$ cat config.mk
export PLATFORM = sky130hd
export DESIGN_NAME = row_ram
export DESIGN_NICKNAME = d
export VERILOG_FILES = /design/src/matmul_pkg.sv /design/src/row_ram.sv
export SDC_FILE = /design/constraint.sdc
export NUM_CORES = 2
export LEC_CHECK = 0
export ABC_CLOCK_PERIOD_IN_PS = 13200
export BUFFER_PORTS_ARGS = -buffer_cell sky130_fd_sc_hd__buf_4
export CORE_ASPECT_RATIO = 1.75
export CORE_MARGIN = 2
export CORE_UTILIZATION = 44
export CTS_CLUSTER_DIAMETER = 50
export CTS_CLUSTER_SIZE = 25
export DETAILED_ROUTE_END_ITERATION = 6
export PLACE_DENSITY = 0.56
export RECOVER_POWER = 100
export SYNTH_ARGS = -nofsm -noshare
export SYNTH_HDL_FRONTEND = slang
export SYNTH_SLANG_ARGS = --single-unit
$ cat constraint.sdc
create_clock -name clk -period 13.2 [get_ports clk]
set_clock_uncertainty 0.2 [all_clocks]
set_input_delay 2.64 -clock clk [delete_from_list [all_inputs] [get_ports clk]]
set_output_delay 2.64 -clock clk [all_outputs]
set_load 0.01 [all_outputs]
$ cat src/matmul_pkg.sv
package matmul_pkg;

  // element and memory geometry
  localparam int DATA_W = 8;
  localparam int ADDR_W = 7;
  localparam int MEM_DEPTH = 128;
  localparam int ARRAY_N = 4;

  // product register plus accumulator register
  localparam int MAC_STAGES = 2;

  typedef logic signed [DATA_W-1:0] elem_t;

  // element j sits in slice j, counting from the lsb
  typedef elem_t [ARRAY_N-1:0] row_word_t;

  typedef logic [ADDR_W-1:0] addr_t;

  localparam elem_t ELEM_MAX = {1'b0, {(DATA_W-1){1'b1}}};
  localparam elem_t ELEM_MIN = {1'b1, {(DATA_W-1){1'b0}}};

  // signed product, clamped to the element range
  function automatic elem_t sat_mult(input elem_t a, input elem_t b);
    logic signed [2*DATA_W-1:0] full;
    full = a * b;
    if (full > ELEM_MAX) begin
      return ELEM_MAX;
    end
    if (full < ELEM_MIN) begin
      return ELEM_MIN;
    end
    return elem_t'(full);
  endfunction

endpackage

$ cat src/row_ram.sv
`timescale 1ns/100ps

module row_ram #(
  parameter int DEPTH = matmul_pkg::MEM_DEPTH
) (
  input  logic                  clk,
  input  logic                  i_we,
  input  matmul_pkg::addr_t     i_waddr,
  input  matmul_pkg::addr_t     i_raddr,
  input  matmul_pkg::row_word_t i_wdata,
  output matmul_pkg::row_word_t o_rdata
);
  import matmul_pkg::*;

  row_word_t mem [DEPTH];

  // write port and registered read port are independent
  always_ff @(posedge clk) begin
    if (i_we) begin
      mem[i_waddr] <= i_wdata;
    end
    o_rdata <= mem[i_raddr];
  end

  // host or writer must stay inside the memory
  a_waddr_range: assert property (
    @(posedge clk) i_we |-> (i_waddr < DEPTH)
  );

endmodule

==> impl_metrics.csv <==
group,metric,value,unit
placement,dp.cells,10620,
yosys,synth_area,0.1563,mm^2
die,die_h,792.4,um
power,p_leak,0.04990,uW
power,finalPower,23710,uW
min_path,min_path_type,"reg -> reg",
setup_path,cp_max_fo,103,
finish,drive_above_1_share,29.33,%
clock_network,clockBufferDepth,4,
setup_path,cp_top_family,"buffers and inverters",
clock_network,h-tree-depth,4,
die,coreArea,0.3536,mm^2
yosys,synth_fa_ha_area_share,0,%
setup_path,start_kind,"primary input",
die,die_w,454.5,um
die,dieArea,0.3601,mm^2
setup_path,critPathSlowestCell,"clkbuf_2",
yosys,synth_simple_gate_area_share,0.4460,%
placement,globalplace.congestion,0.7633,
detailed_routing,ant_nets,0,
power,power_density,139.2,mW/mm^2
sta,worst_pin_slew,4.954,ns
detailed_routing,firstDrtPassIters,5,
yosys,synth.distinct_cells,17,
detailed_routing,drtIter0Drc,8516,
finish,area_delta_synth_final,9.004,%
setup_path,slowest_delay,2.99,ns
status,violations,"capacitance limit, slew limit",
clock_network,path_clk_slew,0.10,ns
yosys,yosysTopAreaCell,"edfxtp_1",
global_route,antenna_found_initial,66,
clock_network,ctsResizeCount,0,
clock_network,numCtsBuffers,214,
yosys,synth_top_area_share,78.71,%
sta,drv_slew,8707,
run,drv_cap,211,
yosys,synth_compound_area_share,0,%
finish,final_nets,6223,
setup_path,end_kind,"flop",
setup_path,crit_chain,"buf_16 > clkbuf_2 > buf_12 > mux4_2 > mux4_2 > mux4_2 > mux2_2",
placement,io_buffers,79,
yosys,synth_seq_cells,4128,
global_route,grt_use_total,23.28,%
detailed_routing,vias,68390,
die,io_pins,80,
clock_network,cts_tree,"built",
sta,max_freq,0.1131,GHz
setup_path,crit_type,"in -> reg",
yosys,avgSynthCellArea,26.09,um^2
die,rows,289,
global_route,grt_pass1_vias,70050,
clock_network,cts.sinks,4128,
yosys,synth_top_family_by_area,"multiplexers",
sta,slew_headroom,-230.2,%
global_route,overflow,0,
finish,final_cell_count_no_fill,11090,
setup_path,critical_path_arrival,9.48,ns
global_route,grt_max_degree,132,
detailed_routing,drc,0,
yosys,syn_nets,6038,
clock_network,insertion_delay,0.96,ns
clock_network,root_buffer,"clkbuf_16",
detailed_routing,wirelength,417.0,mm
sta,hold_violations,0,
detailed_routing,vias_per_cell,6.166,
yosys,yosysSeqAreaShare,79.12,%
yosys,synth_cells,5990,
sta,layout_min_cycle_time,8.838,ns
global_route,grt_pass1_wl,575.1,mm
sta,setup_viol,0,
sta,fin_crit_sh,66.96,%
setup_path,cp_data_required_time,13.84,ns
yosys,synth-xor-area-share,0,%
yosys,synth_mux_area_share,19.60,%
setup_path,cp_common_cell,"mux4_2",
clock_network,cts_hold_buf,0,
setup_path,worst-path-buf-inv,3,
yosys,yosys-top-cells-area,"edfxtp_1 (79%), mux4_2 (19%), clkbuf_1 (0.44%)",
sta,fin_tns_setup,0,ns
sta,rsz0062_at_grt,"no",
power,peakVddDrop,0.0001099,V
clock_network,cts_setup_buffers,0,
placement,dp_hpwl,224.3,mm
detailed_routing,wl_per_cell,37.60,um
die,start_util,44.19,%
finish,fin_util,48.17,%
yosys,synth.yosys.warnings,0,
status,outcome,"finished with violations",
## layout make-up
class / instances / area, um^2
diodes: 118 / 295.3
clock buffers: 262 / 5723
clock inverters: 96 / 1281
fillers: 28220 / 183300
multi-input cells: 1546 / 32120
flip-flops and latches: 4128 / 123600
well taps: 4656 / 5826
repair buffers: 285 / 1465
## final timing paths
path / slack [ns] / to / depth (start not counted) / from
max: 4.36 / o_rdata[23]$_DFF_P_ / 7 / i_raddr[0]
min: 0.90 / o_rdata[1]$_DFF_P_ / 4 / mem[78][1]$_DFFE_PP_
max reg2reg: 10.26 / o_rdata[23]$_DFF_P_ / 4 / mem[39][23]$_DFFE_PP_
min reg2reg: 0.90 / o_rdata[1]$_DFF_P_ / 4 / mem[78][1]$_DFFE_PP_
## synth_stat cells, drive strengths merged
cell type / n
edfxtp: 4096
mux4: 1344
clkbuf: 182
buf: 134
nor2: 122
dfxtp: 32
mux2: 32
nand2: 14
nand3: 12
nor3: 9
nor2b: 7
nand4: 3
nand2b: 2
or3: 1
## per-stage QoR
step	hold WS (ns)	setup WS (ns)	instance area (um^2)
floorplan	0.8737	7.121	156300
global placement	0.9206	5.504	164100
detailed placement	0.9180	5.548	164100
CTS	0.9109	6.564	171100
global route	0.9582	3.611	170300
finish	0.9011	4.362	170300
## tightest hold or removal path, stage by stage (launching register included)
cell and delay [ns]:
edfxtp_1 0.32, mux4_2 0.21, mux4_2 0.22, mux4_2 0.23, mux2_2 0.13
## metal layers
metal  part of all wire (%)  vias up  GRT usage, %
li1                       -    26640             -
met1                     39    38970         31.50
met2                     52     2338         39.71
met3                    6.3      429         3.006
met4                    2.7       18         6.790
met5                  0.026        -             0
## kinds of logic (layout without fill, tap and decap cells)
kind of cell | count (synthesis) | count (layout)
multiplexers | 1376 | 1376
flip-flops | 4128 | 4128
buffers and inverters | 316 | 643
other | 0 | 118
AND/OR/NAND/NOR | 170 | 170
## sequential cells by signal, indices dropped and copies added, names as in the netlist
register	count
o_rdata	32
mem	4096
## power by group
part	leakage (uW)	switching (uW)	internal, uW
clock network	0.00338	4250	3560
registers	0.0371	63.7	14500
logic	0.00943	838	511
total	0.0499	5150	18600
## cell usage in the layout (no fill, tap or decap), types with 10 or more instances in the layout
cell type / Yosys / routed
clkbuf_1: 182 / 270
bufinv_16: 0 / 20
buf_4: 3 / 31
mux2_2: 32 / 32
nor2_1: 122 / 20
clkbuf_16: 0 / 220
nand2_1: 14 / 13
clkinvlp_4: 0 / 15
inv_6: 0 / 15
dfxtp_1: 32 / 32
edfxtp_1: 4096 / 4096
clkinv_4: 0 / 11
buf_12: 0 / 13
nor2_4: 0 / 102
diode_2: 0 / 118
mux4_2: 1344 / 1344
clkinv_2: 0 / 15
nand3_1: 12 / 10
No activity file was read; power rests on OpenSTA's default activity.
