===== config.mk =====
export PLATFORM = sky130hd
export DESIGN_NAME = matmul_sequencer_flat
export DESIGN_NICKNAME = d
export VERILOG_FILES = /design/src/matmul_pkg.sv /design/src/matmul_ctrl_if.sv /design/src/matmul_sequencer.sv /design/src/flat_wrapper.sv
export SDC_FILE = /design/constraint.sdc
export NUM_CORES = 1
export LEC_CHECK = 0
export BUFFER_PORTS_ARGS = -buffer_cell sky130_fd_sc_hd__buf_2
export CORE_AREA = 2 2 39 41
export CTS_BUF_LIST = sky130_fd_sc_hd__clkbuf_8 sky130_fd_sc_hd__clkbuf_16
export DETAILED_ROUTE_END_ITERATION = 6
export DIE_AREA = 0 0 41 43
export PLACE_DENSITY = 0.56
export RECOVER_POWER = 25
export SYNTH_ARGS = -nofsm -noshare
export SYNTH_HDL_FRONTEND = slang
export SYNTH_SLANG_ARGS = --single-unit

===== constraint.sdc =====
create_clock -name clk -period 1.49 [get_ports clk]
set_input_delay 0.298 -clock clk [delete_from_list [all_inputs] [get_ports clk]]
set_output_delay 0.298 -clock clk [all_outputs]
set_load 0.02 [all_outputs]

===== src/matmul_pkg.sv =====
package matmul_pkg;

  // element and memory geometry
  localparam int DATA_W = 8;
  localparam int ADDR_W = 7;
  localparam int MEM_DEPTH = 128;
  localparam int ARRAY_N = 4;

  // product register plus accumulator register
  localparam int MAC_STAGES = 2;

  typedef logic signed [DATA_W-1:0] elem_t;

  // element j sits in slice j, counting from the lsb
  typedef elem_t [ARRAY_N-1:0] row_word_t;

  typedef logic [ADDR_W-1:0] addr_t;

  localparam elem_t ELEM_MAX = {1'b0, {(DATA_W-1){1'b1}}};
  localparam elem_t ELEM_MIN = {1'b1, {(DATA_W-1){1'b0}}};

  // signed product, clamped to the element range
  function automatic elem_t sat_mult(input elem_t a, input elem_t b);
    logic signed [2*DATA_W-1:0] full;
    full = a * b;
    if (full > ELEM_MAX) begin
      return ELEM_MAX;
    end
    if (full < ELEM_MIN) begin
      return ELEM_MIN;
    end
    return elem_t'(full);
  endfunction

endpackage


===== src/matmul_ctrl_if.sv =====
`timescale 1ns/100ps

interface matmul_ctrl_if;
  import matmul_pkg::*;

  // operand addresses are being issued
  logic feed_en;
  // follows i_start low, empties the datapath
  logic clear;
  // one-cycle pulse to latch the accumulators
  logic capture;
  logic wb_en;
  addr_t wb_row;

  modport seq (
    output feed_en, clear, capture, wb_en, wb_row
  );

  modport feed (
    input feed_en, clear
  );

  modport array (
    input clear
  );

  modport wb (
    input capture, wb_en, wb_row
  );

endinterface


===== src/matmul_sequencer.sv =====
`timescale 1ns/100ps

module matmul_sequencer #(
  parameter int ARRAY_N = matmul_pkg::ARRAY_N
) (
  input  logic clk,
  input  logic reset,
  input  logic i_start,
  output logic o_done,
  matmul_ctrl_if.seq ctrl
);
  import matmul_pkg::*;

  // last operand pair reaches cell (N-1,N-1) at this count
  localparam int LAST_HIT = 3*ARRAY_N - 2;
  localparam int CAPTURE_CNT = LAST_HIT + MAC_STAGES + 1;
  localparam int WB_FIRST = CAPTURE_CNT + 1;
  localparam int WB_LAST = CAPTURE_CNT + ARRAY_N;
  // writer registers its port, so the last word lands one cycle later
  localparam int DONE_CNT = WB_LAST + 1;
  localparam int CNT_W = $clog2(DONE_CNT + 2);

  logic running;
  logic [CNT_W-1:0] cnt;

  // count starts at zero on the first edge with i_start high
  always_ff @(posedge clk) begin
    if (reset || !i_start) begin
      running <= 1'b0;
      cnt <= '0;
      o_done <= 1'b0;
    end else begin
      running <= 1'b1;
      if (running && !o_done) begin
        cnt <= cnt + 1'b1;
        if (cnt == CNT_W'(DONE_CNT)) begin
          o_done <= 1'b1;
        end
      end
    end
  end

  assign ctrl.clear = !i_start;
  assign ctrl.feed_en = running && (cnt < CNT_W'(ARRAY_N));
  assign ctrl.capture = running && (cnt == CNT_W'(CAPTURE_CNT));
  assign ctrl.wb_en = running && (cnt >= CNT_W'(WB_FIRST)) && (cnt <= CNT_W'(WB_LAST));
  assign ctrl.wb_row = addr_t'(cnt - CNT_W'(WB_FIRST));

  a_capture_not_wb: assert property (
    @(posedge clk) disable iff (reset) !(ctrl.capture && ctrl.wb_en)
  );

  // done drops on the edge after i_start falls
  a_done_follows_start: assert property (
    @(posedge clk) disable iff (reset) !i_start |=> !o_done
  );

endmodule


===== src/flat_wrapper.sv =====
// flat-port wrapper written by rule: the top's interface ports become plain ports
module matmul_sequencer_flat import matmul_pkg::*;
#(
  parameter int ARRAY_N = matmul_pkg::ARRAY_N
)
  (clk, reset, i_start, o_done, ctrl_feed_en, ctrl_clear, ctrl_capture, ctrl_wb_en, ctrl_wb_row);
  matmul_ctrl_if ctrl_i ();
  input  logic clk;
  input  logic reset;
  input  logic i_start;
  output logic o_done;
  output wire logic [$bits(ctrl_i.feed_en)-1:0] ctrl_feed_en;
  output wire logic [$bits(ctrl_i.clear)-1:0] ctrl_clear;
  output wire logic [$bits(ctrl_i.capture)-1:0] ctrl_capture;
  output wire logic [$bits(ctrl_i.wb_en)-1:0] ctrl_wb_en;
  output wire logic [$bits(ctrl_i.wb_row)-1:0] ctrl_wb_row;
  assign ctrl_feed_en = ctrl_i.feed_en;
  assign ctrl_clear = ctrl_i.clear;
  assign ctrl_capture = ctrl_i.capture;
  assign ctrl_wb_en = ctrl_i.wb_en;
  assign ctrl_wb_row = ctrl_i.wb_row;
  matmul_sequencer #(.ARRAY_N(ARRAY_N)) u_core (.clk(clk), .reset(reset), .i_start(i_start), .o_done(o_done), .ctrl(ctrl_i));
endmodule

==> out/metrics.yaml <==
path_max_fanout: 3
overflow: 0
die_x_um: 41
port_buffers: 14
dp.cells: 86
drt_iter0_drc: 2
totalWireLength_um: 1130
critPathLaunch: "u_core.cnt[1]"
worstPathCellList: "inv_4 > ha_4 > nand2b_1 > a21oi_1 > o21a_1 > buf_6"
initial_core_util_pct: 33.9
grt_pass1_vias: 373
finClkSkew_ns: 0.00124
cts_tree: "built"
end_kind: "output pin"
worstRegToRegCells: 5
r2r-end: "u_core.cnt[4]"
avgSynthCellArea_um2: 8.38
regToRegStartpoint: "u_core.cnt[1]"
die_h_um: 43
cp_slowest_cell: "dfxtp_4"
rsz0062_at_grt: "true"
syn-num-nets: 64
syn_inst: 56
min_period_ns: 1.52
antenna_found_initial: 0
slew_viol_final: 0
yosys.area.top_type: "dfxtp_1"
ys_ff_latch: 7
ys_warn_count: 0
clkTransAtPathRegs_ns: 0.04
period_share_pct: 102
setup_violations: 1
crit_required_ns: 1.19
status: "finished, violations left"
synth-seq-area-share_pct: 29.9
rows: 14
vias: 436
slew_headroom_pct: 82.2
synth_top_area_share_pct: 29.9
crit_end: "ctrl_wb_en"
start_kind: "register"
async_reset_ff_share_pct: 0
nNetsFinal: 85
synthTopCellsByArea: "dfxtp_1 30%, ha_1 13%, nand2b_1 8.0%"
dp_hpwl_um: 722
maxCapViolCount: 0
place_worst_setup_slack_ns: 0.0851
worstMarginPinSlew_ns: 0.267
cp_data_arrival_time_ns: 1.23
rrSetupSlack_ns: 0.19
drc: 0
drtAntennaViolNets: 0
grt_pass1_wl_um: 1650
drive_above_1_share_pct: 50.0
power_w: 0.000488
clockBufferDepth: 2
dpl_cell_area_um2: 563
n_antenna_cell: 0
synth-edff-count: 0
final_cell_mix: "8 x buf_2, 7 x nor2_1, 7 x buf_4, 6 x nand2b_1"
cp_num_cells: 6
fmaxAchievable_mhz: 656
io-pin-count: 15
p_per_area_mw_per_mm2: 673
wire_per_inst_um: 12.3
syn2layout_area_growth_pct: 54.4
cp.buffers_inverters: 2
synth_cell_types: 23
failed_checks: "setup timing"
vias_per_cell: 4.74
fin_cells: 92
grt_max_degree: 10
hold_class: "primary input to register"
path_delay_family: "flip-flops"
clk_latency_ns: 0.22
cts_buffers: 3
final_common_cell: "buf_2"
htreeDepth: 1
ys.flop_type: "dfxtp_1"
clock_sinks: 7
grt_usage_pct: 14.2
stdcell_area_um2: 724
p_leak_nw: 0.308
ir_drop_mv: 0.401
timing.final.ws_setup_ns: -0.0336
hold_viol_final: 0
hold_path_depth: 3
cts_root_buf: "clkbuf_8"
fp.coreArea_mm2: 0.00138
gp_congestion: 0.721
path_class: "register to output pin"
cp_slowest_stage_delay_ns: 0.36
drtPass1Iterations: 4
die_area_mm2: 0.00176
synth_area_um2: 469
[Yosys cell counts (2+ instances only)]
| cell type | instances |
|---|---|
| ha_1 | 5 |
| xor2_1 | 3 |
| inv_1 | 5 |
| dfxtp_1 | 7 |
| nand2b_1 | 6 |
| buf_4 | 3 |
| nor2_1 | 7 |
| xnor2_1 | 2 |
| a21oi_1 | 4 |
[stage by stage]
| stage | setup TNS [ns] | hold WS (ns) | util [%] |
|---|---|---|---|
| floorplan | -0.0965 | 0.507 | - |
| global placement | 0 | 0.531 | 40.7 |
| detailed placement | 0 | 0.563 | 40.7 |
| CTS | -0.0366 | 0.439 | 49.1 |
| global route | -0.163 | 0.475 | 52.4 |
| finish | -0.0336 | 0.440 | 52.4 |
[layout make-up]
type	count	area, um^2
Clock buffer	3	41.3
Clock inverter	1	3.75
Fill cell	140	659
Inverter	5	21.3
Multi-Input combinational cell	40	344
Sequential cell	7	153
Tap cell	16	20.0
Timing Repair Buffer	20	141
[sequential cells by signal, summed over array words and instances, names as in the netlist]
name / flops
u_core.cnt: 5
u_core.o_done: 1
u_core.running: 1
[cells by family (layout without fill, tap and decap cells)]
kind of cell / after synthesis / after routing / share of synthesized area (%)
AND/OR/NAND/NOR: 22 / 22 / 27.5
adder cells (fa/ha/maj): 5 / 5 / 13.3
XOR/XNOR: 5 / 5 / 9.34
buffers and inverters: 9 / 29 / 9.60
AO/OA/AOI/OAI: 8 / 8 / 10.4
flip-flops: 7 / 7 / 29.9
[repair_timing]
action,CTS,global route
hold buffers,0,0
setup buffers,1,1
endpoints found under the setup margin,5,6
gates resized for setup,19,11
pin swaps,2,2
[layer usage]
metal,vias up,GRT usage [%],share of wire [%]
met4,0,8.00,0.44
met1,203,16.3,44
li1,220,-,-
met2,11,22.8,52
met5,-,0,0
met3,2,3.14,4.1
[where the power goes]
| part | leakage, nW | switching, W | internal (W) |
|---|---|---|---|
| Combinational | 0.221 | 0.0000242 | 0.0000174 |
| Sequential | 0.0601 | 0.00000624 | 0.000189 |
| Clock | 0.0269 | 0.0000731 | 0.000177 |
[how the worst min path moves through the flow]
stage	start	endpoint	slack [ns]
after floorplan	i_start	u_core.running	0.51
after global placement	u_core.o_done	u_core.o_done	0.53
after detailed placement	u_core.o_done	u_core.o_done	0.56
after CTS	i_start	u_core.running	0.44
after global routing	i_start	u_core.running	0.47
final	i_start	u_core.running	0.44
[worst reg2reg max path: stages, from the launching register on]
cell and delay [ns]:
dfxtp_4 0.36, buf_4 0.15, ha_1 0.16, nand3b_2 0.10, or3_1 0.31, a21oi_1 0.13
(Power assumes the default switching activity.)
