===== config.mk =====
export PLATFORM = sky130hd
export DESIGN_NAME = result_writer_flat
export DESIGN_NICKNAME = d
export VERILOG_FILES = /design/src/matmul_pkg.sv /design/src/matmul_ctrl_if.sv /design/src/result_writer.sv /design/src/flat_wrapper.sv
export SDC_FILE = /design/constraint.sdc
export NUM_CORES = 1
export LEC_CHECK = 0
export BUFFER_PORTS_ARGS = -buffer_cell sky130_fd_sc_hd__buf_2
export CAP_MARGIN = 5
export CORE_UTILIZATION = 30
export CTS_CLUSTER_DIAMETER = 40
export DETAILED_ROUTE_END_ITERATION = 10
export PLACE_DENSITY = 0.61
export SLEW_MARGIN = 30
export SYNTH_ARGS = -nofsm -noshare
export SYNTH_HDL_FRONTEND = slang
export SYNTH_SLANG_ARGS = --single-unit
export TNS_END_PERCENT = 10

===== constraint.sdc =====
create_clock -name clk -period 1.3 [get_ports clk]
set_clock_uncertainty 0.15 [all_clocks]
set_input_delay 0.13 -clock clk [delete_from_list [all_inputs] [get_ports clk]]
set_output_delay 0.13 -clock clk [all_outputs]
set_load 0.05 [all_outputs]

===== src/matmul_pkg.sv =====
package matmul_pkg;

  // element and memory geometry
  localparam int DATA_W = 8;
  localparam int ADDR_W = 7;
  localparam int MEM_DEPTH = 128;
  localparam int ARRAY_N = 4;

  // product register plus accumulator register
  localparam int MAC_STAGES = 2;

  typedef logic signed [DATA_W-1:0] elem_t;

  // element j sits in slice j, counting from the lsb
  typedef elem_t [ARRAY_N-1:0] row_word_t;

  typedef logic [ADDR_W-1:0] addr_t;

  localparam elem_t ELEM_MAX = {1'b0, {(DATA_W-1){1'b1}}};
  localparam elem_t ELEM_MIN = {1'b1, {(DATA_W-1){1'b0}}};

  // signed product, clamped to the element range
  function automatic elem_t sat_mult(input elem_t a, input elem_t b);
    logic signed [2*DATA_W-1:0] full;
    full = a * b;
    if (full > ELEM_MAX) begin
      return ELEM_MAX;
    end
    if (full < ELEM_MIN) begin
      return ELEM_MIN;
    end
    return elem_t'(full);
  endfunction

endpackage


===== src/matmul_ctrl_if.sv =====
`timescale 1ns/100ps

interface matmul_ctrl_if;
  import matmul_pkg::*;

  // operand addresses are being issued
  logic feed_en;
  // follows i_start low, empties the datapath
  logic clear;
  // one-cycle pulse to latch the accumulators
  logic capture;
  logic wb_en;
  addr_t wb_row;

  modport seq (
    output feed_en, clear, capture, wb_en, wb_row
  );

  modport feed (
    input feed_en, clear
  );

  modport array (
    input clear
  );

  modport wb (
    input capture, wb_en, wb_row
  );

endinterface


===== src/result_writer.sv =====
`timescale 1ns/100ps

module result_writer #(
  parameter int ARRAY_N = matmul_pkg::ARRAY_N
) (
  input  logic                  clk,
  input  logic                  reset,
  matmul_ctrl_if.wb             ctrl,
  input  matmul_pkg::row_word_t i_acc [ARRAY_N],
  output logic                  o_we,
  output matmul_pkg::addr_t     o_waddr,
  output matmul_pkg::row_word_t o_wdata
);
  import matmul_pkg::*;

  localparam int ROW_W = (ARRAY_N > 1) ? $clog2(ARRAY_N) : 1;

  row_word_t cap_q [ARRAY_N];

  // snapshot of the whole grid, taken once per run
  always_ff @(posedge clk) begin
    if (ctrl.capture) begin
      cap_q <= i_acc;
    end
  end

  always_ff @(posedge clk) begin
    if (reset) begin
      o_we <= 1'b0;
    end else begin
      o_we <= ctrl.wb_en;
    end
  end

  // row r of C goes to address r
  always_ff @(posedge clk) begin
    o_waddr <= ctrl.wb_row;
    o_wdata <= cap_q[ctrl.wb_row[ROW_W-1:0]];
  end

  // sequencer must keep the row index inside the grid
  a_wb_row_range: assert property (
    @(posedge clk) disable iff (reset) ctrl.wb_en |-> (ctrl.wb_row < ARRAY_N)
  );

endmodule


===== src/flat_wrapper.sv =====
// flat-port wrapper written by rule: the top's interface ports become plain ports
module result_writer_flat import matmul_pkg::*;
#(
  parameter int ARRAY_N = matmul_pkg::ARRAY_N
)
  (clk, reset, i_acc, o_we, o_waddr, o_wdata, ctrl_capture, ctrl_wb_en, ctrl_wb_row);
  matmul_ctrl_if ctrl_i ();
  input  logic clk;
  input  logic reset;
  input  matmul_pkg::row_word_t i_acc[ARRAY_N];
  output logic o_we;
  output matmul_pkg::addr_t o_waddr;
  output matmul_pkg::row_word_t o_wdata;
  input wire logic [$bits(ctrl_i.capture)-1:0] ctrl_capture;
  input wire logic [$bits(ctrl_i.wb_en)-1:0] ctrl_wb_en;
  input wire logic [$bits(ctrl_i.wb_row)-1:0] ctrl_wb_row;
  assign ctrl_i.capture = ctrl_capture;
  assign ctrl_i.wb_en = ctrl_wb_en;
  assign ctrl_i.wb_row = ctrl_wb_row;
  result_writer #(.ARRAY_N(ARRAY_N)) u_core (.clk(clk), .reset(reset), .ctrl(ctrl_i), .i_acc(i_acc), .o_we(o_we), .o_waddr(o_waddr), .o_wdata(o_wdata));
endmodule

==> impl_metrics.toml, run 1 <==
[run_status]
status = "did not finish"
lastStage = "clock tree synthesis (4_1_cts)"
tool.error = "[ERROR RSZ-0060] Max buffer count reached."

[floorplan]
die_y_um = 137
pin_count = 179
rows = 48
die_w_um = 137
start_util_pct = 31.2

[synth]
ys_ff_latch = 168
yosysSeqAreaShare_pct = 85.0
synth_top_family_by_area = "multiplexers"
synth_compound_area_share_pct = 0
avgSynthCellArea_um2 = 26.3
synth_area_um2 = 5470
synthMuxAreaShare_pct = 13.3
synth-xor-area-share_pct = 0
synthesis.nets = 347
yosysWarnings = 0
netlist_instances = 208
synth-simple-area-share_pct = 0.114
synthAdderAreaFrac_pct = 0
ys_types = 8

[cts]
cts-root-buf = "clkbuf_16"
cts_sinks = 168
h-tree-depth = 4
hold_buffers = 131
cts_made_buffers = 17
cts_max_path_buffers = 2
cts_resized = 5
cts_setup_buffers = 0

[placement]
io_buffer_count = 178
place_congestion = 0.696
dp_hpwl_um = 7280
## logic make-up after synthesis
group / Yosys count
muxes: 32
buffers and inverters: 7
DFF: 168
and+or+nand+nor: 1
## metrics by stage
stage               cells  cell area (um2)  setup WS [ps]  hold WS (ps)
floorplan             208             5470            151          7.72
detailed placement    617             6730          -90.7          84.9
global placement      617             6730          -58.4          84.4
## synth_stat cells (all sizes together)
library cell  number  area, um2
buf                7       86.3
dfxtp             40        801
edfxtp           128       3840
mux4              32        728
nor2b              1       6.26
==> run 2: changes to the inputs <==
Settings changed: CORE_UTILIZATION 30 to 20, CTS_CLUSTER_DIAMETER 40 to not set, PLACE_DENSITY 0.61 to not set, PLACE_DENSITY_LB_ADDON set to 0.15.
==> run 2 against run 1 <==
The flow now finishes without violations. Area after synthesis did not move. Synthesized cell count did not move.
==> impl_metrics.toml, run 2 <==
[layout]
largest_reg_flops = 128
fill_cells = 2602
area_growth_pct = 64.9
drive_gt1_share_pct = 44.8
final_nets = 688
final_cell_count_no_fill = 903
utilization_pct = 33.5
max_flop_register = "u_core.cap_q"
diodes = 0
layout_common_cells = "dlygate4sd3_1, buf_2, edfxtp_1, dfxtp_1, mux4_2"
design_area_um2 = 9010
reg.largest.list = "u_core.cap_q (128), u_core.o_wdata (32), u_core.o_waddr (7)"

[grt]
grt_start_max_net_pins = 66
antenna_found_initial = 0
met1_usage_pct = 10.9
grt_pass1_wl_um = 18600
grt_pass1_vias = 3504
grtUsageMet3_pct = 3.26
track_usage_pct = 8.91
use_met2_pct = 14.4
grt.overflow.total = 0
busiest_layer = "met2"

[placement]
place_congestion = 0.660
place_inst = 733
place_area_um2 = 6900
post-place-ws_ps = -35.2
io_buffer_count = 178
dp_hpwl_um = 7600

[synth]
yosysSeqAreaShare_pct = 85.0
ys_types = 8
synthMuxAreaShare_pct = 13.3
synth_area_leaders = "edfxtp_1, dfxtp_1, mux4_2"
synth-xor-area-share_pct = 0
synthAdderAreaFrac_pct = 0
yosys.area.top_type = "edfxtp_1"
yosys-top-cells-count = "edfxtp_1, dfxtp_1, mux4_2"
yosysWarnings = 0
synth_most_common_cell = "edfxtp_1"
synthesis.nets = 347
synth_top_area_share_pct = 70.3
synthArstFlopShare_pct = 0
ys_ff_latch = 168
avgSynthCellArea_um2 = 26.3
synth_top_family_by_area = "multiplexers"
netlist_instances = 208
synth_edf_count = 128
synth-simple-area-share_pct = 0.114
synth_compound_area_share_pct = 0
synth_area_um2 = 5470
synth_flop_cell = "edfxtp_1"

[timing]
period_needed_ps = 1240
setup-violations-final = 0
hold_violations = 0
tns_ps = 0
hold_slack_ps = 140
setup_ws_ps = 55.3
period_share_pct = 95.7
slew-limit-headroom_pct = 75.3
final_max_slew_viol_count = 0
max_freq_ghz = 0.803
rsz0062_at_grt = "no"
worst_pin_slew_ps = 371

[routing]
vias = 3256
firstDrtPassIters = 4
viasPerCell = 3.61
avgRoutedWirePerCell_um = 13.2
wirelength_um = 11900
drt_iter0_markers = 156
drc_errors = 0
postRouteAntennaNets = 0

[critical_path]
cp.depth = 1
required_ps = 1020
crit_buf_inv = 1
worstSetupPathType = "flop to output port"
endpoint_kind = "output port"
path_cells = "buf_2"
cp.arrival_ps = 960
worstRegToRegCells = 1
cpLargestDelayFamily = "flip-flops"
critPathMaxFanout = 1
slowest_stage = "dfxtp_1"
critPathLaunchType = "flop"
max_stage_delay_ps = 300

[cts]
h-tree-depth = 4
path_clk_slew_ps = 70
cts_tree = "done"
clock_latency_ps = 420
cts_made_buffers = 17
cts-root-buf = "clkbuf_16"
cts_max_path_buffers = 2
cts_sinks = 168

[floorplan]
start_util_pct = 20.3
pin_count = 179
core_um2 = 26900
die_w_um = 167
die_y_um = 167
die_area_um2 = 28000
rows = 60

[pwr]
leakagePower_nw = 3.53
ir_worst_vdd_v = 0.000825
finalPower_mw = 13.5
power_density_nw_per_um2 = 1500

[flow_run]
drv_cap = 0

[hold_path]
hold_depth = 3
hold_path_class = "input port to flop"

[run_status]
status = "completed"
-- run 2: cell families (layout without fill, tap and decap cells) --
kind of cell           count (synthesis)  in the layout
buffers and inverters                  7            361
DFF                                  168            168
muxes                                 32             32
and+or+nand+nor                        1              1
-- run 2: final timing paths --
path / from / to / slack (ps)
max: u_core.o_wdata[18]$_DFF_P_ / o_wdata[18] / 60
min: ctrl_wb_row[0] / u_core.o_wdata[15]$_DFF_P_ / 140
max reg2reg: u_core.cap_q[47]$_DFFE_PP_ / u_core.o_wdata[15]$_DFF_P_ / 150
min reg2reg: u_core.cap_q[124]$_DFFE_PP_ / u_core.o_wdata[28]$_DFF_P_ / 390
-- run 2: where the power goes --
part / internal (mW) / total [mW] / switching [mW]
registers: 6.27 / 6.39 / 0.121
logic: 0.830 / 1.70 / 0.869
clock network: 3.28 / 5.45 / 2.17
total: 10.4 / 13.5 / 3.16
-- run 2: repair_timing --
item                                   4_1_cts  5_1_grt
setup endpoints to repair                   19       20
gates resized for setup                     19       21
hold buffers                               138        0
endpoints found under the hold margin      144        0
pin swaps                                    0        0
setup buffers                                0        0
-- run 2: cell type report --
| type | count | area, um2 | share of cell area (%) |
|---|---|---|---|
| Clock inverter | 11 | 156 | 1.74 |
| Timing Repair Buffer | 329 | 2570 | 28.5 |
| Clock buffer | 21 | 482 | 5.34 |
| Tap cell | 341 | 427 | 4.73 |
| Sequential cell | 168 | 4640 | 51.5 |
| Multi-Input combinational cell | 33 | 734 | 8.15 |
-- run 2: per-layer routing --
layer	routed length [um]	up-vias
met4	116	0
met3	625	6
met5	0	-
met2	5890	104
li1	-	1544
met1	5300	1602
-- run 2: worst min-delay path, cell delays in order --
cell and delay (ps):
buf_2 140, buf_12 180, mux4_2 220
Power figures use the tool's default switching activity.
