$ cat config.mk
export PLATFORM = sky130hd
export DESIGN_NAME = operand_feeder_flat
export DESIGN_NICKNAME = d
export VERILOG_FILES = /design/src/matmul_pkg.sv /design/src/matmul_ctrl_if.sv /design/src/operand_feeder.sv /design/src/flat_wrapper.sv
export SDC_FILE = /design/constraint.sdc
export NUM_CORES = 1
export LEC_CHECK = 0
export ABC_AREA = 1
export BUFFER_PORTS_ARGS = -buffer_cell sky130_fd_sc_hd__buf_2
export CORE_MARGIN = 5
export CORE_UTILIZATION = 43
export CTS_CLUSTER_SIZE = 40
export DETAILED_ROUTE_END_ITERATION = 10
export GPL_ROUTABILITY_DRIVEN = 0
export PLACE_DENSITY_LB_ADDON = 0.25
export SLEW_MARGIN = 20
export SYNTH_ARGS = -nofsm -noshare
export SYNTH_HDL_FRONTEND = slang
export SYNTH_SLANG_ARGS = --single-unit
$ cat constraint.sdc
create_clock -name clk -period 1.2 [get_ports clk]
set_clock_uncertainty 0.1 [all_clocks]
set_input_delay 0.18 -clock clk [delete_from_list [all_inputs] [get_ports clk]]
set_output_delay 0.18 -clock clk [all_outputs]
set_load 0.02 [all_outputs]
$ cat src/matmul_pkg.sv
package matmul_pkg;

  // element and memory geometry
  localparam int DATA_W = 8;
  localparam int ADDR_W = 7;
  localparam int MEM_DEPTH = 128;
  localparam int ARRAY_N = 4;

  // product register plus accumulator register
  localparam int MAC_STAGES = 2;

  typedef logic signed [DATA_W-1:0] elem_t;

  // element j sits in slice j, counting from the lsb
  typedef elem_t [ARRAY_N-1:0] row_word_t;

  typedef logic [ADDR_W-1:0] addr_t;

  localparam elem_t ELEM_MAX = {1'b0, {(DATA_W-1){1'b1}}};
  localparam elem_t ELEM_MIN = {1'b1, {(DATA_W-1){1'b0}}};

  // signed product, clamped to the element range
  function automatic elem_t sat_mult(input elem_t a, input elem_t b);
    logic signed [2*DATA_W-1:0] full;
    full = a * b;
    if (full > ELEM_MAX) begin
      return ELEM_MAX;
    end
    if (full < ELEM_MIN) begin
      return ELEM_MIN;
    end
    return elem_t'(full);
  endfunction

endpackage

$ cat src/matmul_ctrl_if.sv
`timescale 1ns/100ps

interface matmul_ctrl_if;
  import matmul_pkg::*;

  // operand addresses are being issued
  logic feed_en;
  // follows i_start low, empties the datapath
  logic clear;
  // one-cycle pulse to latch the accumulators
  logic capture;
  logic wb_en;
  addr_t wb_row;

  modport seq (
    output feed_en, clear, capture, wb_en, wb_row
  );

  modport feed (
    input feed_en, clear
  );

  modport array (
    input clear
  );

  modport wb (
    input capture, wb_en, wb_row
  );

endinterface

$ cat src/operand_feeder.sv
`timescale 1ns/100ps

module operand_feeder #(
  parameter int ARRAY_N = matmul_pkg::ARRAY_N
) (
  input  logic                  clk,
  input  logic                  reset,
  matmul_ctrl_if.feed           ctrl,
  output matmul_pkg::addr_t     o_a_addr,
  output matmul_pkg::addr_t     o_b_addr,
  input  matmul_pkg::row_word_t i_a_word,
  input  matmul_pkg::row_word_t i_b_word,
  output matmul_pkg::row_word_t o_a_skew,
  output matmul_pkg::row_word_t o_b_skew
);
  import matmul_pkg::*;

  addr_t rd_addr;
  logic feed_d;
  row_word_t a_win;
  row_word_t b_win;

  // A columns and B rows share the same index k
  always_ff @(posedge clk) begin
    if (reset || ctrl.clear) begin
      rd_addr <= '0;
      feed_d <= 1'b0;
    end else begin
      feed_d <= ctrl.feed_en;
      if (ctrl.feed_en) begin
        rd_addr <= rd_addr + 1'b1;
      end
    end
  end

  assign o_a_addr = rd_addr;
  assign o_b_addr = rd_addr;

  // read data is one cycle behind the address window
  assign a_win = feed_d ? i_a_word : '0;
  assign b_win = feed_d ? i_b_word : '0;

  for (genvar i = 0; i < ARRAY_N; i++) begin : g_lane
    if (i == 0) begin : g_direct
      assign o_a_skew[0] = a_win[0];
      assign o_b_skew[0] = b_win[0];
    end else begin : g_delay
      // lane i waits i cycles
      elem_t a_dly [i];
      elem_t b_dly [i];

      always_ff @(posedge clk) begin
        if (reset || ctrl.clear) begin
          for (int s = 0; s < i; s++) begin
            a_dly[s] <= '0;
            b_dly[s] <= '0;
          end
        end else begin
          a_dly[0] <= a_win[i];
          b_dly[0] <= b_win[i];
          for (int s = 1; s < i; s++) begin
            a_dly[s] <= a_dly[s-1];
            b_dly[s] <= b_dly[s-1];
          end
        end
      end

      assign o_a_skew[i] = a_dly[i-1];
      assign o_b_skew[i] = b_dly[i-1];
    end
  end

endmodule

$ cat src/flat_wrapper.sv
// flat-port wrapper written by rule: the top's interface ports become plain ports
module operand_feeder_flat import matmul_pkg::*;
#(
  parameter int ARRAY_N = matmul_pkg::ARRAY_N
)
  (clk, reset, o_a_addr, o_b_addr, i_a_word, i_b_word, o_a_skew, o_b_skew, ctrl_feed_en, ctrl_clear);
  matmul_ctrl_if ctrl_i ();
  input  logic clk;
  input  logic reset;
  output matmul_pkg::addr_t o_a_addr;
  output matmul_pkg::addr_t o_b_addr;
  input  matmul_pkg::row_word_t i_a_word;
  input  matmul_pkg::row_word_t i_b_word;
  output matmul_pkg::row_word_t o_a_skew;
  output matmul_pkg::row_word_t o_b_skew;
  input wire logic [$bits(ctrl_i.feed_en)-1:0] ctrl_feed_en;
  input wire logic [$bits(ctrl_i.clear)-1:0] ctrl_clear;
  assign ctrl_i.feed_en = ctrl_feed_en;
  assign ctrl_i.clear = ctrl_clear;
  operand_feeder #(.ARRAY_N(ARRAY_N)) u_core (.clk(clk), .reset(reset), .ctrl(ctrl_i), .o_a_addr(o_a_addr), .o_b_addr(o_b_addr), .i_a_word(i_a_word), .i_b_word(i_b_word), .o_a_skew(o_a_skew), .o_b_skew(o_b_skew));
endmodule
==> results.md <==
* Final setup viols at 20
* Routed vias/inst at just under 4
* Max Clk Rate at between 0.7 and 0.8 GHz
* Asr flop ratio synth at 0
* Min-Delay Path Class: in2reg
* Reg area at 0.00210 mm2
* Sw Ratio at 0.225
* Slowest CP cell: dfxtp_4
* Setup TNS at -2.85 ns
* Skew-Pair Late Insertion Delay at 0.35 ns
* Post-Synth Adder-Cell Area at 0.00350
* Synth cell types at 17
* Hold Fails Final Rpt at 0
* Largest net degree at the start of global routing at 34
* Max-Cap Viols at 0
* P_leak at 0.00261 uW
* Area of the core at 0.00818 mm2
* Violated checks: setup timing
* Port Buffers at roughly 150
* Most frequent cell after synthesis: inv_1
* IO Pins at 146
* Post-route ant nets at 0
* Drt wl/cell at about 11 um
* Crit path largest cell delay at around 0.40 ns
* Simple-Gate Fraction of Synth Area at 0.178
* Synth Area in Compound Gates at 0.00839
* Combinational power share at 0.082
* GR Util All Layers at 0.152
* WP buf/inv at 3
* Layout Nets at roughly 660
* PnR worst setup slack at -0.192 ns
* Final min period at between 1 and 1.5 ns
* CTS tree: built
* Die Width at about 100 um
* Ranking of synthesized cells by area: dfxtp_1 58%, inv_1 12%, nor2_1 9.0%
* Status: complete, but fails checks
* Ys Warns at 0
* Internal power at ~5000 uW
* Final period util at 1.16
* Die Span Y at 101 um
* CTS H-tree depth at 3
* Crit-path cells: buf_8 -> nand2_4 -> inv_2 -> buf_6
* Largest delay share family, worst path: flip-flops
* Post-synthesis mux area share at 0
* Initial antenna violation count at 0
* Cells after Synth at between 400 and 500
* Drt total wl at between 7000 and 8000 um
* Drt first pass iters at 4
* Post-route insts no fill at 697
* Worst Tran Pin Value at ~0.24 ns
* Total die area at 0.0102 mm2
* Data required time at the worst endpoint at approximately 0.9 ns
* Clock tree sinks at between 100 and 150
* Syn Nets at just under 500
* Reg clk slew, reported paths at 0.10 ns
* Row cnt at 33
* Top cell type by total area after synthesis: dfxtp_1
* WS Path Type: reg2out
* CTS buffer count at 9
* VDD IR max at between 1000 and 1500 uV
* Yosys top cell area share at 0.582
* Switching pwr at ~1400 uW
* Clock Power Share at 0.376
* DP Wirelength at slightly below 5000 um
* Post-Syn Area per Cell at 8.56 um2
* Main flop type after synthesis: dfxtp_1
* Ant diodes at 0
* FF+latch count, synth at 104
* Crit end category: output port
* Initial core utilization at 0.438
* P per Cell Area at 1230 mW/mm2
* Max-slew headroom at the worst pin at 0.840
* Area of the multi-input gates at roughly 750 um2
* Overflow left after global routing at 0
* Combinational family with the most area after synthesis: buffers and inverters
* Post-synth EDFFs at 0
* Final routed DRC violation total at 0
* Vias in the first global route at 2,696
* Synth-to-Final Area Change at 45.3%
* Startpoint types: flip-flop
* Worst-case clock buffer depth at 2
* Layout cells sized above 1 at 0.400
* Worst Path Max Fanout at 5
* Root Driver: clkbuf_8
* Synth Cell Area at between 0.003 and 0.004 mm2
* Iter 0 DRT Violations at 92
* Vias at around 2,700
* Final max-slew violation count at 0
* RSZ-0062 raised after global routing: true
* Sequential power share at 0.543
* Post-synthesis sequential area ratio at 0.582
* FILL cells at 661
* WP data arrival at ~1.1 ns
* Post-Synth XOR/XNOR Area at 0.00245
* First-pass GRT wire length at about 12,000 um
* Total placed cells including tap cells at between 600 and 700
* Synth top cells by count: 115 x inv_1, 104 x dfxtp_1, 86 x nor2_1
[placed cells by master, fill, tap and decap left out]
cell	n
bufinv_16	2
nand2_1	15
dfxtp_2	3
nand3_2	1
a21oi_1	5
nand3_1	2
clkbuf_8	9
buf_8	1
clkinvlp_4	1
inv_8	1
inv_2	14
buf_6	26
dfxtp_4	5
dfxtp_1	96
nor2_1	84
o21ai_1	1
buf_4	17
buf_2	113
ha_2	1
nand2_4	2
xnor2_1	1
clkinv_2	1
inv_6	2
nand2_2	12
inv_1	102
buf_12	3
dlygate4sd3_1	49
nor2_2	10
nor2_4	13
[layout make-up]
type | instances | area share
Clock buffer | 9 | 0.0238
Clock inverter | 7 | 0.0195
Sequential cell | 104 | 0.405
Timing Repair Buffer | 209 | 0.298
Multi-Input combinational cell | 147 | 0.145
Inverter | 116 | 0.0837
Tap cell | 105 | 0.0253
[flip-flops by register name, summed over array words and instances (netlist names)]
signal and count:
u_core.g_lane.g_delay.a_dly 48, u_core.feed_d 1, u_core.g_lane.g_delay.b_dly 48, u_core.o_a_addr 7
[worst reg2reg max path, delay by kind of cell, from the launching register on]
family	cells	cell delay (ns)
simple gates	5	0.41
flops	1	0.36
buf+inv	2	0.21
[power by group through the flow]
stage,combinational [uW],sequential [uW],clock [uW]
floorplan,158,3570,0
global placement,335,3560,0
detailed placement,341,3560,0
CTS,488,3480,2490
global route,568,3480,2640
finish,522,3470,2400
[routing by layer]
metal,vias up,share of wire,global-route usage
met4,0,0.025,0.0583
met1,1179,0.37,0.155
li1,1442,-,-
met3,18,0.090,0.0668
met5,-,0,0
met2,103,0.51,0.275
[timing repair]
| action | in CTS | in global routing |
|---|---|---|
| gates resized for setup | 53 | 54 |
| cloned | 0 | 1 |
| hold buffers | 49 | 0 |
| endpoints found under the setup margin | 30 | 36 |
| setup buffers | 1 | 3 |
| endpoints found under the hold margin | 49 | 0 |
| pin swaps | 0 | 1 |
[cell families (layout without fill, tap and decap cells)]
group | count (synthesis) | count (layout)
adders and majority gates | 1 | 1
buffers and inverters | 167 | 341
xor gates and xnor gates | 1 | 1
AOI/OAI and AO/OA | 6 | 6
and+or+nand+nor | 139 | 139
DFF | 104 | 104
[through the flow]
step	total power, uW	hold WS, ns	utilization	area (um2)	setup slack (ns)
CTS	6460	0.0327	0.617	5050	-0.198
detailed placement	3900	0.297	0.511	4180	0.0346
global route	6690	0.0740	0.636	5200	-0.269
global placement	3890	0.292	0.511	4180	0.0772
finish	6400	0.0858	0.636	5200	-0.192
floorplan	3730	0.192	-	3580	0.00879
[final timing paths]
check / from / slack [ns] / depth (start not counted) / endpoint
setup / recovery: u_core.feed_d / -0.19 / 4 / o_a_skew[3]
hold / removal: ctrl_feed_en / 0.09 / 3 / u_core.o_a_addr[2]
setup reg to reg: u_core.o_a_addr[1] / 0.03 / 7 / u_core.o_a_addr[5]
hold reg to reg: u_core.g_lane[2].g_delay.b_dly[0][7] / 0.31 / 2 / u_core.g_lane[2].g_delay.b_dly[0][15]
Power figures use the tool's default switching activity.
