[src/matmul_pkg.sv]
package matmul_pkg;

  // element and memory geometry
  localparam int DATA_W = 8;
  localparam int ADDR_W = 7;
  localparam int MEM_DEPTH = 128;
  localparam int ARRAY_N = 4;

  // product register plus accumulator register
  localparam int MAC_STAGES = 2;

  typedef logic signed [DATA_W-1:0] elem_t;

  // element j sits in slice j, counting from the lsb
  typedef elem_t [ARRAY_N-1:0] row_word_t;

  typedef logic [ADDR_W-1:0] addr_t;

  localparam elem_t ELEM_MAX = {1'b0, {(DATA_W-1){1'b1}}};
  localparam elem_t ELEM_MIN = {1'b1, {(DATA_W-1){1'b0}}};

  // signed product, clamped to the element range
  function automatic elem_t sat_mult(input elem_t a, input elem_t b);
    logic signed [2*DATA_W-1:0] full;
    full = a * b;
    if (full > ELEM_MAX) begin
      return ELEM_MAX;
    end
    if (full < ELEM_MIN) begin
      return ELEM_MIN;
    end
    return elem_t'(full);
  endfunction

endpackage

[src/matmul_ctrl_if.sv]
`timescale 1ns/100ps

interface matmul_ctrl_if;
  import matmul_pkg::*;

  // operand addresses are being issued
  logic feed_en;
  // follows i_start low, empties the datapath
  logic clear;
  // one-cycle pulse to latch the accumulators
  logic capture;
  logic wb_en;
  addr_t wb_row;

  modport seq (
    output feed_en, clear, capture, wb_en, wb_row
  );

  modport feed (
    input feed_en, clear
  );

  modport array (
    input clear
  );

  modport wb (
    input capture, wb_en, wb_row
  );

endinterface

[src/processing_element.sv]
`timescale 1ns/100ps

module processing_element (
  input  logic              clk,
  input  logic              reset,
  input  logic              i_clear,
  input  matmul_pkg::elem_t i_a,
  input  matmul_pkg::elem_t i_b,
  output matmul_pkg::elem_t o_a,
  output matmul_pkg::elem_t o_b,
  output matmul_pkg::elem_t o_acc
);
  import matmul_pkg::*;

  elem_t prod_q;
  elem_t acc_q;

  // a moves right, b moves down
  always_ff @(posedge clk) begin
    if (reset) begin
      o_a <= '0;
      o_b <= '0;
    end else begin
      o_a <= i_a;
      o_b <= i_b;
    end
  end

  // stage one saturates the product, stage two accumulates
  always_ff @(posedge clk) begin
    if (reset || i_clear) begin
      prod_q <= '0;
      acc_q <= '0;
    end else begin
      prod_q <= sat_mult(i_a, i_b);
      // plain 8-bit add, wraps on overflow
      acc_q <= acc_q + prod_q;
    end
  end

  assign o_acc = acc_q;

endmodule

[src/systolic_array.sv]
`timescale 1ns/100ps

module systolic_array #(
  parameter int ARRAY_N = matmul_pkg::ARRAY_N
) (
  input  logic                  clk,
  input  logic                  reset,
  matmul_ctrl_if.array          ctrl,
  input  matmul_pkg::row_word_t i_a_skew,
  input  matmul_pkg::row_word_t i_b_skew,
  output matmul_pkg::row_word_t o_acc [ARRAY_N]
);
  import matmul_pkg::*;

  // link [i][j] feeds cell (i,j); the last index is the far edge
  elem_t a_link [ARRAY_N][ARRAY_N+1];
  elem_t b_link [ARRAY_N+1][ARRAY_N];

  for (genvar n = 0; n < ARRAY_N; n++) begin : g_edge
    assign a_link[n][0] = i_a_skew[n];
    assign b_link[0][n] = i_b_skew[n];
  end

  for (genvar i = 0; i < ARRAY_N; i++) begin : g_row
    for (genvar j = 0; j < ARRAY_N; j++) begin : g_col
      processing_element u_pe (
        .clk     (clk),
        .reset   (reset),
        .i_clear (ctrl.clear),
        .i_a     (a_link[i][j]),
        .i_b     (b_link[i][j]),
        .o_a     (a_link[i][j+1]),
        .o_b     (b_link[i+1][j]),
        .o_acc   (o_acc[i][j])
      );
    end
  end

endmodule

[src/flat_wrapper.sv]
// flat-port wrapper written by rule: the top's interface ports become plain ports
module systolic_array_flat import matmul_pkg::*;
#(
  parameter int ARRAY_N = matmul_pkg::ARRAY_N
)
  (clk, reset, i_a_skew, i_b_skew, o_acc, ctrl_clear);
  matmul_ctrl_if ctrl_i ();
  input  logic clk;
  input  logic reset;
  input  matmul_pkg::row_word_t i_a_skew;
  input  matmul_pkg::row_word_t i_b_skew;
  output matmul_pkg::row_word_t o_acc[ARRAY_N];
  input wire logic [$bits(ctrl_i.clear)-1:0] ctrl_clear;
  assign ctrl_i.clear = ctrl_clear;
  systolic_array #(.ARRAY_N(ARRAY_N)) u_core (.clk(clk), .reset(reset), .ctrl(ctrl_i), .i_a_skew(i_a_skew), .i_b_skew(i_b_skew), .o_acc(o_acc));
endmodule
[config.mk]
export PLATFORM = sky130hd
export DESIGN_NAME = systolic_array_flat
export DESIGN_NICKNAME = d
export VERILOG_FILES = /design/src/matmul_pkg.sv /design/src/matmul_ctrl_if.sv /design/src/processing_element.sv /design/src/systolic_array.sv /design/src/flat_wrapper.sv
export SDC_FILE = /design/constraint.sdc
export NUM_CORES = 2
export LEC_CHECK = 0
export BUFFER_PORTS_ARGS = -buffer_cell sky130_fd_sc_hd__buf_2
export CAP_MARGIN = 10
export CELL_PAD_IN_SITES_DETAIL_PLACEMENT = 1
export CELL_PAD_IN_SITES_GLOBAL_PLACEMENT = 1
export CORE_UTILIZATION = 33
export DETAILED_ROUTE_END_ITERATION = 8
export GPL_ROUTABILITY_DRIVEN = 0
export GPL_TIMING_DRIVEN = 1
export PLACE_DENSITY_LB_ADDON = 0.1
export SYNTH_ARGS = -nofsm -noshare
export SYNTH_HDL_FRONTEND = slang
export SYNTH_SLANG_ARGS = --single-unit
export TNS_END_PERCENT = 10
[constraint.sdc]
create_clock -name clk -period 6.7 [get_ports clk]
set_input_delay 0.67 -clock clk [delete_from_list [all_inputs] [get_ports clk]]
set_output_delay 0.67 -clock clk [all_outputs]
set_load 0.02 [all_outputs]
==> qor.yml <==
synth:
  synth_nets: 7670
  syn_area_um2: 56910
  synth_flop_cell: "dfxtp_1"
  synthArstFlopShare: 0
  ys_warn_count: 0
  synth.avg_cell_area_um2: 9.282
  netlist_instances: 6131
  synth_cell_type_count: 79
  synth_edf_count: 0
  yosysSeqAreaShare: 0.1576
  synth-seq-cells: 448
global_route:
  grt_first_pass_wirelength_um: 244500
  antenna_found_initial: 12
  grt_pass1_vias: 44900
  grt_remaining_overflow: 0
  grt.total_usage: 0.1762
  grt_max_degree: 82
routing:
  routed_wl_um: 147700
  first_iter_violations: 996
  drcViolationCount: 0
  vias_per_cell: 4.624
  num_vias: 40290
  antenna_left: 0
  first_pass_iters: 4
  routedWlPerCell_um: 16.95
setup_path:
  worst_setup_path_end_kind: "flop"
  worstPathMaxFanout: 10
  critPathKind: "flop to flop"
  crit_path_start_kind: "flop"
  reg2reg_slack_ns: 1.06
  arrival_ns: 6.19
  worstPathRequired_ns: 7.25
placed_design:
  port_buffers: 194
  dp.cells: 8587
  hpwl_um: 122200
floorplan:
  die_x_um: 417.3
  design.portCount: 195
  die_h_um: 417.3
  rows: 152
  die_area_um2: 174100
  coreArea_um2: 171400
  start_util: 0.3321
final_layout:
  syn2layout_area_growth_pct: 10.65
  seq_area_um2: 8969
  drive_gt1_frac: 0.05766
  fin_cells: 8714
  multi_input_area_um2: 42700
  nFillCells: 19840
  layout.nets: 7885
clocking:
  clock_path_buffers: 3
  cts.sinks: 448
  cts_buffers: 67
  cts-root-buf: "clkbuf_16"
  cts_setup_buffers: 0
  cts_resized: 0
  htree_num_levels: 3
  cts.clk_slew.worst_paths_ns: 0.06
  cts_tree: "built"
  hold_buffers: 0
  clk-insertion-delay-late_ns: 0.68
power_and_ir_drop:
  leakagePower_nw: 31.46
  power_density_nw_per_um2: 182.4
  peakVddDrop_mv: 0.2804
sta:
  fin_crit_sh: 0.8419
  slew_violations: 0
  maxSlewHeadroom: 0.3876
  skew_ns: 0.02553
  rsz0062_at_grt: "false"
  fin_tns_setup_ns: 0
  setup_viol: 0
  hold_viol: 0
  worst_pin_slew_ns: 0.9165
  fmax_mhz: 177.3
  timing.final.crit_period_ns: 5.641
hold_path:
  hold_class: "input port to flop"
outcome:
  status: "finished clean"
flow_run:
  drv_cap: 0
## report_power, final
group	switching (mW)	internal, mW
sequential	0.258	2.90
combinational	2.71	1.87
clock	1.45	2.30
total	4.42	7.07
## logic make-up after synthesis
logic type / Yosys count / share of synthesized area
AOI/OAI and AO/OA: 663 / 0.07787
DFF: 448 / 0.1576
buffers and inverters: 1394 / 0.09230
muxes: 22 / 0.004221
and+or+nand+nor: 1804 / 0.1757
adders and majority gates: 1472 / 0.4418
xor gates and xnor gates: 328 / 0.05048
## path summary, 6_finish.rpt
path	start	to	depth (start not counted)
worst max-delay path	u_core.g_row[1].g_col[3].u_pe.o_b[7]$_SDFF_PP0_	u_core.g_row[2].g_col[3].u_pe.prod_q[0]$_SDFF_PP0_	16
worst min register to register	u_core.g_row[2].g_col[1].u_pe.prod_q[0]$_SDFF_PP0_	u_core.g_row[2].g_col[1].u_pe.o_acc[0]$_SDFF_PP0_	2
worst max register to register	u_core.g_row[1].g_col[3].u_pe.o_b[7]$_SDFF_PP0_	u_core.g_row[2].g_col[3].u_pe.prod_q[0]$_SDFF_PP0_	16
worst min-delay path	i_b_skew[1]	u_core.g_row[0].g_col[0].u_pe.o_b[1]$_SDFF_PP0_	2
## synthesized netlist by cell type, types with 7 or more instances
| master | instances | area, um2 |
|---|---|---|
| nor3_1 | 64 | 320.3 |
| and3_1 | 19 | 118.9 |
| and2_1 | 714 | 4467 |
| a211oi_1 | 25 | 187.7 |
| a31o_2 | 8 | 70.07 |
| nand4_1 | 18 | 112.6 |
| or3_1 | 16 | 100.1 |
| fa_1 | 896 | 17940 |
| a31oi_1 | 17 | 106.4 |
| ha_1 | 576 | 7207 |
| nor2b_1 | 327 | 2046 |
| a21boi_0 | 7 | 52.55 |
| mux2_2 | 16 | 180.2 |
| o21bai_1 | 19 | 142.6 |
| a21o_1 | 93 | 698.2 |
| nand2_1 | 279 | 1047 |
| xnor2_1 | 210 | 1839 |
| nor4_1 | 27 | 168.9 |
| o21ai_0 | 108 | 540.5 |
| o2111ai_1 | 7 | 61.31 |
| nor2_1 | 215 | 807.0 |
| or4_1 | 9 | 67.56 |
| dfxtp_1 | 448 | 8969 |
| or2_2 | 8 | 50.05 |
| nand3_1 | 36 | 180.2 |
| o31ai_1 | 10 | 75.07 |
| a21oi_1 | 173 | 865.8 |
| o21a_1 | 91 | 683.2 |
| clkbuf_1 | 52 | 195.2 |
| inv_1 | 1337 | 5019 |
| o211ai_1 | 22 | 165.2 |
| xor2_1 | 118 | 1033 |
| nand2b_1 | 42 | 262.8 |
## layout make-up
class,count,share of cell area
Timing Repair Buffer,203,0.01683
Clock buffer,87,0.02977
Clock inverter,36,0.007133
Tap cell,2310,0.04590
Inverter,1337,0.07970
Sequential cell,448,0.1424
Antenna cell,4,0.0001590
Multi-Input combinational cell,4289,0.6781
## cell usage in the layout (no fill, tap or decap), types with 12 or more instances in the layout
| master | count |
|---|---|
| a31oi_1 | 17 |
| nand4_1 | 18 |
| nand2_1 | 279 |
| nor2b_1 | 327 |
| or3_1 | 16 |
| nor3_1 | 64 |
| o211ai_1 | 22 |
| a21oi_1 | 173 |
| fa_1 | 896 |
| and2_1 | 714 |
| inv_1 | 1337 |
| xnor2_1 | 210 |
| nand3_1 | 36 |
| and3_1 | 19 |
| buf_2 | 193 |
| o21ai_0 | 108 |
| o21a_1 | 91 |
| mux2_2 | 16 |
| nor4_1 | 27 |
| dfxtp_1 | 448 |
| a211oi_1 | 25 |
| nor2_1 | 214 |
| clkinv_2 | 12 |
| xor2_1 | 118 |
| clkbuf_16 | 69 |
| o21bai_1 | 19 |
| a21o_1 | 93 |
| ha_1 | 576 |
| nand2b_1 | 42 |
## metrics by stage
stage	setup slack (ns)	hold WS, ns	instance area, um2	total power [mW]	utilization
2_1_floorplan	1.437	0.4806	56910	6.595	-
3_3_place_gp	0.9362	0.5243	60640	7.802	0.3539
6_report	1.059	0.3495	62970	11.48	0.3675
5_1_grt	0.6066	0.3095	62960	12.49	0.3675
3_5_place_dp	0.8717	0.5277	60640	7.874	0.3539
4_1_cts	0.9974	0.2718	62960	11.79	0.3674
## flip-flops by register name, summed over array words and instances, names as in the netlist
signal and flops:
u_core.g_row.g_col.u_pe.o_a 96, u_core.g_row.g_col.u_pe.o_acc 128, u_core.g_row.g_col.u_pe.o_b 96, u_core.g_row.g_col.u_pe.prod_q 128
## per-layer routing
metal | routed length (um) | up-vias | global-route usage
li1 | - | 19380 | -
met1 | 67490 | 20510 | 0.2285
met2 | 74270 | 259 | 0.3129
met3 | 2933 | 140 | 0.01991
met4 | 2936 | 6 | 0.03757
met5 | 41 | - | 0
## critical path: stages, from the launching register on
cell and delay [ns]:
dfxtp_1 0.54, nor2b_1 0.24, fa_1 0.44, fa_1 0.51, fa_1 0.54, inv_1 0.05
fa_1 0.53, inv_1 0.04, ha_1 0.35, a21o_2 0.24, a221oi_2 0.37, a21oi_2 0.13
xnor2_1 0.15, or4_1 0.51, or4_1 0.41, o21a_2 0.26, o21a_1 0.19
Note: power is estimated with default switching activity, not from simulation.
